`src/rtl/icache_defines.svh`:
```
`ifndef ICACHE_DEFINES_SVH
`define ICACHE_DEFINES_SVH

// fetch address and instruction word width
`define ICACHE_XLEN 32

// tag, index and byte offset widths of a fetch address
`define ICACHE_TAG_W 19
`define ICACHE_IDX_W 7
`define ICACHE_OFF_W 6

// 128 lines of 64 bytes
`define ICACHE_LINES 128

// words per line, also the refill beat count
`define ICACHE_WORDS_PER_LINE 16
`define ICACHE_WSEL_W 4

// top nibble of the uncached device window
`define ICACHE_UNCACHED_WIN 4'hA

`endif

```
`src/rtl/icache_pkg.sv`:
```
`default_nettype none

`include "icache_defines.svh"

package icache_pkg;

  // fetch address split into its cache fields
  typedef struct packed {
    logic [`ICACHE_TAG_W-1:0] tag;
    logic [`ICACHE_IDX_W-1:0] index;
    logic [`ICACHE_OFF_W-1:0] offset;
  } icache_addr_t;

  // word back to the fetch unit
  // valid is a single cycle pulse
  typedef struct packed {
    logic                    valid;
    logic [`ICACHE_XLEN-1:0] data;
  } fetch_rsp_t;

  // controller states
  typedef enum logic [2:0] {
    IDLE,
    LOOKUP,
    REFILL,
    UNCACHED_READ,
    RESPOND
  } icache_state_e;

endpackage

`default_nettype wire

```
`src/rtl/mem_bus_pkg.sv`:
```
`default_nettype none

`include "icache_defines.svh"

package mem_bus_pkg;

  // read request towards memory
  // len is beat count minus one
  // 15 for a line refill, 0 for a single word
  typedef struct packed {
    logic [`ICACHE_XLEN-1:0] addr;
    logic [7:0]              len;
  } mem_rd_req_t;

endpackage

`default_nettype wire

```
`src/rtl/icache_ctrl.sv`:
```
`default_nettype none

`include "icache_defines.svh"

module icache_ctrl (
  input  wire logic                      clk,
  input  wire logic                      rst,
  // fetch side
  input  wire icache_pkg::icache_addr_t  fetch_addr_i,
  input  wire logic                      fetch_valid_i,
  output icache_pkg::fetch_rsp_t         fetch_rsp_o,
  // memory side
  output mem_bus_pkg::mem_rd_req_t       mem_req_o,
  output logic                           mem_req_valid_o,
  input  wire logic                      mem_rvalid_i,
  input  wire logic [`ICACHE_XLEN-1:0]   mem_rdata_i,
  // tag array
  input  wire logic                      hit_i,
  output logic                           tag_wr_o,
  // data array
  output icache_pkg::icache_addr_t       line_addr_o,
  output logic [`ICACHE_WSEL_W-1:0]      fill_word_o,
  output logic                           fill_we_o,
  output logic [`ICACHE_XLEN-1:0]        fill_data_o,
  input  wire logic [`ICACHE_XLEN-1:0]   cache_word_i
);

  import icache_pkg::*;
  import mem_bus_pkg::*;

  // control state
  icache_state_e state_q;
  logic          req_valid_q;
  logic [`ICACHE_WSEL_W-1:0] beat_q;

  // payload registers
  icache_addr_t  addr_q;
  mem_rd_req_t   req_q;
  logic [`ICACHE_XLEN-1:0] unc_data_q;

  logic uncached;
  logic beat_acc;
  logic last_beat;

  // device window lives in the top nibble of the tag
  assign uncached = (addr_q.tag[`ICACHE_TAG_W-1 -: 4] == `ICACHE_UNCACHED_WIN);

  // a beat only counts while a request is out
  assign beat_acc = req_valid_q & mem_rvalid_i;

  // single word read ends on its only beat
  assign last_beat = beat_acc &
                     ((state_q == UNCACHED_READ) |
                      (beat_q == `ICACHE_WSEL_W'(`ICACHE_WORDS_PER_LINE - 1)));

  always_ff @(posedge clk) begin
    if (rst) begin
      state_q     <= IDLE;
      req_valid_q <= 1'b0;
      beat_q      <= '0;
    end else begin
      case (state_q)
        IDLE: begin
          // new fetch only taken here
          if (fetch_valid_i) begin
            state_q <= LOOKUP;
          end
        end
        LOOKUP: begin
          if (uncached) begin
            // bypass, one beat
            state_q     <= UNCACHED_READ;
            req_valid_q <= 1'b1;
          end else if (!hit_i) begin
            // miss, fetch the whole line
            state_q     <= REFILL;
            req_valid_q <= 1'b1;
            beat_q      <= '0;
          end else begin
            // hit answered this cycle
            state_q <= IDLE;
          end
        end
        REFILL: begin
          if (beat_acc) begin
            beat_q <= beat_q + 1'b1;
            // line complete, look up again and hit
            if (last_beat) begin
              req_valid_q <= 1'b0;
              state_q     <= LOOKUP;
            end
          end
        end
        UNCACHED_READ: begin
          if (beat_acc) begin
            req_valid_q <= 1'b0;
            state_q     <= RESPOND;
          end
        end
        RESPOND: begin
          state_q <= IDLE;
        end
        default: begin
          state_q <= IDLE;
        end
      endcase
    end
  end

  always_ff @(posedge clk) begin
    // capture the fetch address at acceptance
    if ((state_q == IDLE) && fetch_valid_i) begin
      addr_q <= fetch_addr_i;
    end
    // request built while leaving lookup
    if (state_q == LOOKUP) begin
      if (uncached) begin
        req_q.addr <= addr_q;
        req_q.len  <= 8'd0;
      end else begin
        // line aligned burst
        req_q.addr <= {addr_q.tag, addr_q.index, {`ICACHE_OFF_W{1'b0}}};
        req_q.len  <= 8'(`ICACHE_WORDS_PER_LINE - 1);
      end
    end
    // uncached word is held for the respond cycle
    if ((state_q == UNCACHED_READ) && beat_acc) begin
      unc_data_q <= mem_rdata_i;
    end
  end

  assign mem_req_o       = req_q;
  assign mem_req_valid_o = req_valid_q;

  // tag goes in at the same edge as the last word
  assign tag_wr_o = (state_q == REFILL) & last_beat;

  assign line_addr_o = addr_q;
  assign fill_we_o   = (state_q == REFILL) & mem_rvalid_i;
  assign fill_data_o = mem_rdata_i;

  // beat number during refill, else the word of the fetch
  assign fill_word_o = (state_q == REFILL) ? beat_q :
                       addr_q.offset[`ICACHE_OFF_W-1 -: `ICACHE_WSEL_W];

  // hit in lookup or the captured uncached word
  assign fetch_rsp_o.valid = ((state_q == LOOKUP) & hit_i & !uncached) |
                             (state_q == RESPOND);
  assign fetch_rsp_o.data  = (state_q == RESPOND) ? unc_data_q : cache_word_i;

  // memory is never busy while waiting for a fetch
  a_no_req_in_idle: assert property (
    @(posedge clk) disable iff (rst)
    (state_q == IDLE) |-> !mem_req_valid_o
  );

  // request level held across beat gaps
  a_req_held: assert property (
    @(posedge clk) disable iff (rst)
    (mem_req_valid_o && !last_beat) |=> mem_req_valid_o
  );

  // response is a pulse
  a_rsp_pulse: assert property (
    @(posedge clk) disable iff (rst)
    fetch_rsp_o.valid |=> !fetch_rsp_o.valid
  );

endmodule

`default_nettype wire

```
`config.mk`:
```
export PLATFORM = sky130hd
export DESIGN_NAME = icache_ctrl
export DESIGN_NICKNAME = d
export VERILOG_FILES = /design/src/rtl/icache_pkg.sv /design/src/rtl/mem_bus_pkg.sv /design/src/rtl/icache_ctrl.sv
export VERILOG_INCLUDE_DIRS = /design/src /design/src/rtl
export SDC_FILE = /design/constraint.sdc
export NUM_CORES = 1
export LEC_CHECK = 0
export ABC_AREA = 0
export BUFFER_PORTS_ARGS = -buffer_cell sky130_fd_sc_hd__clkbuf_2
export CAP_MARGIN = 30
export CORE_ASPECT_RATIO = 1.75
export CORE_MARGIN = 2
export CORE_UTILIZATION = 47
export CTS_CLUSTER_DIAMETER = 100
export DETAILED_ROUTE_END_ITERATION = 6
export PLACE_DENSITY_LB_ADDON = 0.25
export SLEW_MARGIN = 20
export SYNTH_ARGS = -nofsm -noshare
export SYNTH_HDL_FRONTEND = slang
export SYNTH_SLANG_ARGS = --single-unit
```
`constraint.sdc`:
```
create_clock -name clk -period 13.2 [get_ports clk]
set_clock_uncertainty 0.2 [all_clocks]
set_input_delay 0.66 -clock clk [delete_from_list [all_inputs] [get_ports clk]]
set_output_delay 0.66 -clock clk [all_outputs]
set_load 0.005 [all_outputs]
```
Word-level counts from Yosys, hierarchy flattened
Cells that the tools add are included.
{ "word_totals": {"reg_bits": 112, "inputBits": 101, "out_inout_bits": 144, "word_cells": 61} }
{ "op_classes": {"n_addsub": 1, "n_eq_ne": 13, "n_mux": 20, "n_bitwise": 8, "reduce_logical": 9} }
{ "op_table": {"columns": ["operator", "n"], "rows": [
  ["$mux 32", 1],
  ["$mux 4", 5],
  ["$mux 3", 4],
  ["$ne 2x2->1 const B", 6],
  ["$pmux 3 s4", 1],
  ["$eq 4x4->1 const B", 2],
  ["$pmux 4 s2", 1],
  ["$reduce_and 4->1", 2],
  ["$and 1x1->1", 6],
  ["$eq 3x2->1 const B", 2],
  ["$mux 1", 5],
  ["$reduce_and 5->1", 1],
  ["$add 4x1->4 const B", 1],
  ["$mux 2", 2],
  ["$eq 3x1->1 const B", 1],
  ["$eq 3x3->1 const B", 1],
  ["$logic_not 3->1", 1],
  ["$ne 3x3->1 const B", 1],
  ["$pmux 1 s3", 1],
  ["$reduce_bool 3->1", 1],
  ["$logic_and 1x1->1", 2],
  ["$or 1x1->1", 2],
  ["$reduce_bool 2->1", 1],
  ["$logic_not 1->1", 1]
]} }

Longest topological paths before layout
{ "depth": {"ltp_word": 6, "depth_mapped": 6, "ltp_nobuf": 5} }

Worst setup path after synthesis
OpenSTA, ideal clock, no wires.
{ "synth_path": {"path_kind": "input -> register", "from": "input port fetch_valid_i", "to": "register addr_q, in the netlist line_addr_o[0], enable pin", "setup_ps": 513, "arrival_ps": 3971, "t_required_ps": 12487, "setup_slack_ps": 8516, "cell_stages": 1, "n_path_buf": 0, "path_cell_list": "nor4b_1"} }
{ "synth_between": {"elab_chain_cells": 1} }
{ "synth_lines": {"columns": ["element", "line", "text"], "rows": [
  ["start, declared", "icache_ctrl.sv:10", "input wire logic fetch_valid_i,"],
  ["$logic_and 1x1->1", "icache_ctrl.sv:112", "if ((state_q == IDLE) && fetch_valid_i) begin"],
  ["end signal, assigned", "icache_ctrl.sv:113", "addr_q <= fetch_addr_i;"],
  ["end, declared", "icache_ctrl.sv:37", "icache_addr_t addr_q;"]
]} }
No other way between the ends.
A chain may end at the register's enable or synchronous reset.

==> results.md <==
* Slew HR at 0.556
* Final hold viol count at 0
* Routed WL per cell at 15.8 um
* CTS root buffer: clkbuf_16
* Max-Cap Viols at 0
* Fmax at 306 MHz
* Worst slew pin tran at 0.660 ns
* Die Span X at 75.8 um
* # setup viols final at 0
* Critical path class: reg -> out
* Post-DP HPWL at 7280 um
* Hold buffers post-CTS at 0
* Minimum clock period after layout at 3.27 ns
* H-tree levels at 3
* Clock Pin Slew Worst Setup and Hold Paths at 0.07 ns
* Result of the run: completed
* Overall Power at 890 uW
* Setup TNS at 0 ns
* WL final at 9310 um
* Area grow syn2layout at 31.1%
* Vias per inst at 4.75
* Inserted Clock Buffers at 9
* Yosys top cell area share at 0.687
* Final Util at 0.637
* Cells after Synth at 256
* Starting density of the core at 0.486
* Largest area contributor in the synthesized netlist: edfxtp_1
* Cell area after synthesis at 0.00424 mm2
* Period utilization at 0.247
* Initial antenna violation count at 0
* Die Ht at 130 um
* Top Ports at 245
* CP endpoint kind: output pin
* Post-CTS Setup Bufs at 0
* Power density cells at 160 mW/mm2
* Longest Clk Path Bufs at 2
* Resized cells post-CTS at 0
* Synth Flop Type: edfxtp_1
* Clock Latency Late Sink at 0.33 ns
* Slew Limit Fails at 0
* Count of cell types in the netlist at 35
* GRT Resource Usage Total at 0.176
* Gpl congestion at 0.761
* Synth Warn # at 0
* WHS Endpoint: mem_req_o[30]
* Top-count cell post-synth: edfxtp_1
* Placement Setup Slack at 10.26 ns
* Maximum VDD drop at 0.114 mV
* Fin nets at 569
* Worst EP arrival at 2.41 ns
* Hold crit path type: reg -> reg
* Reg2reg end: unc_data_q[9]
* Vias in the first global route at 2767
* CTS Sinks at 105
* Fill cells at 640
* RSZ-0062 raised after global routing: no
* Crit path required time at 12.34 ns
* CTS tree: done
* Post-Syn Area per Cell at 16.6 um2
* First-pass GRT wire length at 12600 um
* Post-route setup slack at 9.93 ns
* Pin count of the biggest net entering global routing at 36
* GR Overflow Total at 0
* Sequential area share after synthesis at 0.725
* 1st-pass router iterations at 4
* Largest cells by area after synthesis: edfxtp_1 (69%), mux2_2 (8.0%), buf_4 (7.1%)
* Synth top cells by count: edfxtp_1 (97), buf_4 (40), mux2_2 (30)
* I/O Buffers at 240
* Drt drc at 0
* R2R setup slack at 11.13 ns
* Worst-path fanout max at 23
* # rows at 45
* Core area at 0.00873 mm2
* Starting DRC count in detailed routing at 56
* P_leak at 2.41 nW
* Startpoint Class: flip-flop
* Post-synth EDFFs at 97
* Register Area at 0.00307 mm2
* Antenna viol nets, final at 0
* WHS at 0.251 ns
* Die footprint at 0.00983 mm2
* Asr flop ratio synth at 0
* Reg2Reg Launch Point: state_q[1]
* Share of layout cells above drive strength 1 at 0.633
* Ant diodes at 0
* Hold Crit Depth at 0
* Worst Reg2Reg Path Length in Cells at 4
* Footprint of the multi-input gates at 803 um2
* Min-delay src: line_addr_o[22]
* Seq cells post-synth at 105
* Routed via count at 2800
==> area by class of cell <==
type                    count  share of cell area
flip-flops and latches    105               0.553
repair buffers            244               0.224
multi-input cells         103               0.145
clock buffers              10              0.0412
well taps                 117              0.0263
clock inverters             6             0.00855
inverters                   4             0.00270
==> how the worst max path moves through the flow <==
stage | startpoint | to | depth (start not counted)
2_1_floorplan | fetch_valid_i | line_addr_o[0] | 1
3_3_place_gp | state_q[2] | fetch_rsp_o[0] | 4
3_5_place_dp | state_q[2] | fetch_rsp_o[1] | 4
4_1_cts | state_q[2] | fetch_rsp_o[1] | 4
5_1_grt | state_q[2] | fetch_rsp_o[30] | 4
6_report | state_q[2] | fetch_rsp_o[1] | 4
==> registers in the layout, summed over array words and instances, names as in the netlist <==
register and flops:
state_q 3, beat_q 4, line_addr_o 32, mem_req_o 33
unc_data_q 32, mem_req_valid_o 1
==> stage by stage <==
stage,cell area [um2],std cells
finish,5560,589
global route,5560,589
CTS,5540,588
detailed placement,5260,572
global placement,5260,572
floorplan,4250,259
==> worst max-delay path, stage by stage (launching register included) <==
cell,delay [ns]
dfxtp_1,0.59
nor3b_4,0.59
buf_4,0.40
mux2_2,0.38
clkbuf_2,0.12
==> metal layers <==
metal,GRT usage,part of all wire,wire length [um],vias up
li1,-,-,-,1330
met1,0.151,0.33,3030,1274
met2,0.339,0.55,5160,185
met3,0.0645,0.10,969,11
met4,0.0743,0.016,148,0
met5,0,0,0,-
==> cells by family (layout without fill, tap and decap cells) <==
logic type      after synthesis  after routing  synth area share
flops                       105            105             0.725
compound gates               16             16            0.0242
simple gates                 50             50            0.0700
fa+ha+maj                     1              1           0.00295
mux                          32             32            0.0850
other cells                   1              4          0.000885
buf+inv                      51            264            0.0921
==> layout by cell type (no fill, tap or decap), types with 2 or more instances in the layout <==
master	n
nand2b_1	2
dfxtp_1	8
nor3_1	2
clkbuf_2	240
nor4_1	2
nor3b_2	2
mux2_2	30
nand3_1	3
inv_1	4
clkbuf_16	9
conb_1	4
nand2_1	18
o21ai_1	2
a21oi_1	3
mux2_1	2
and2_1	7
o21ai_0	4
o31ai_1	2
edfxtp_1	97
nor2_1	4
buf_4	3
inv_6	3
==> report_power, final <==
part | internal (mW) | total [mW] | switching (mW)
combinational | 0.0779 | 0.175 | 0.0975
clock | 0.130 | 0.242 | 0.112
sequential | 0.444 | 0.472 | 0.0287
total | 0.652 | 0.890 | 0.238
No activity file was read; power rests on OpenSTA's default activity.
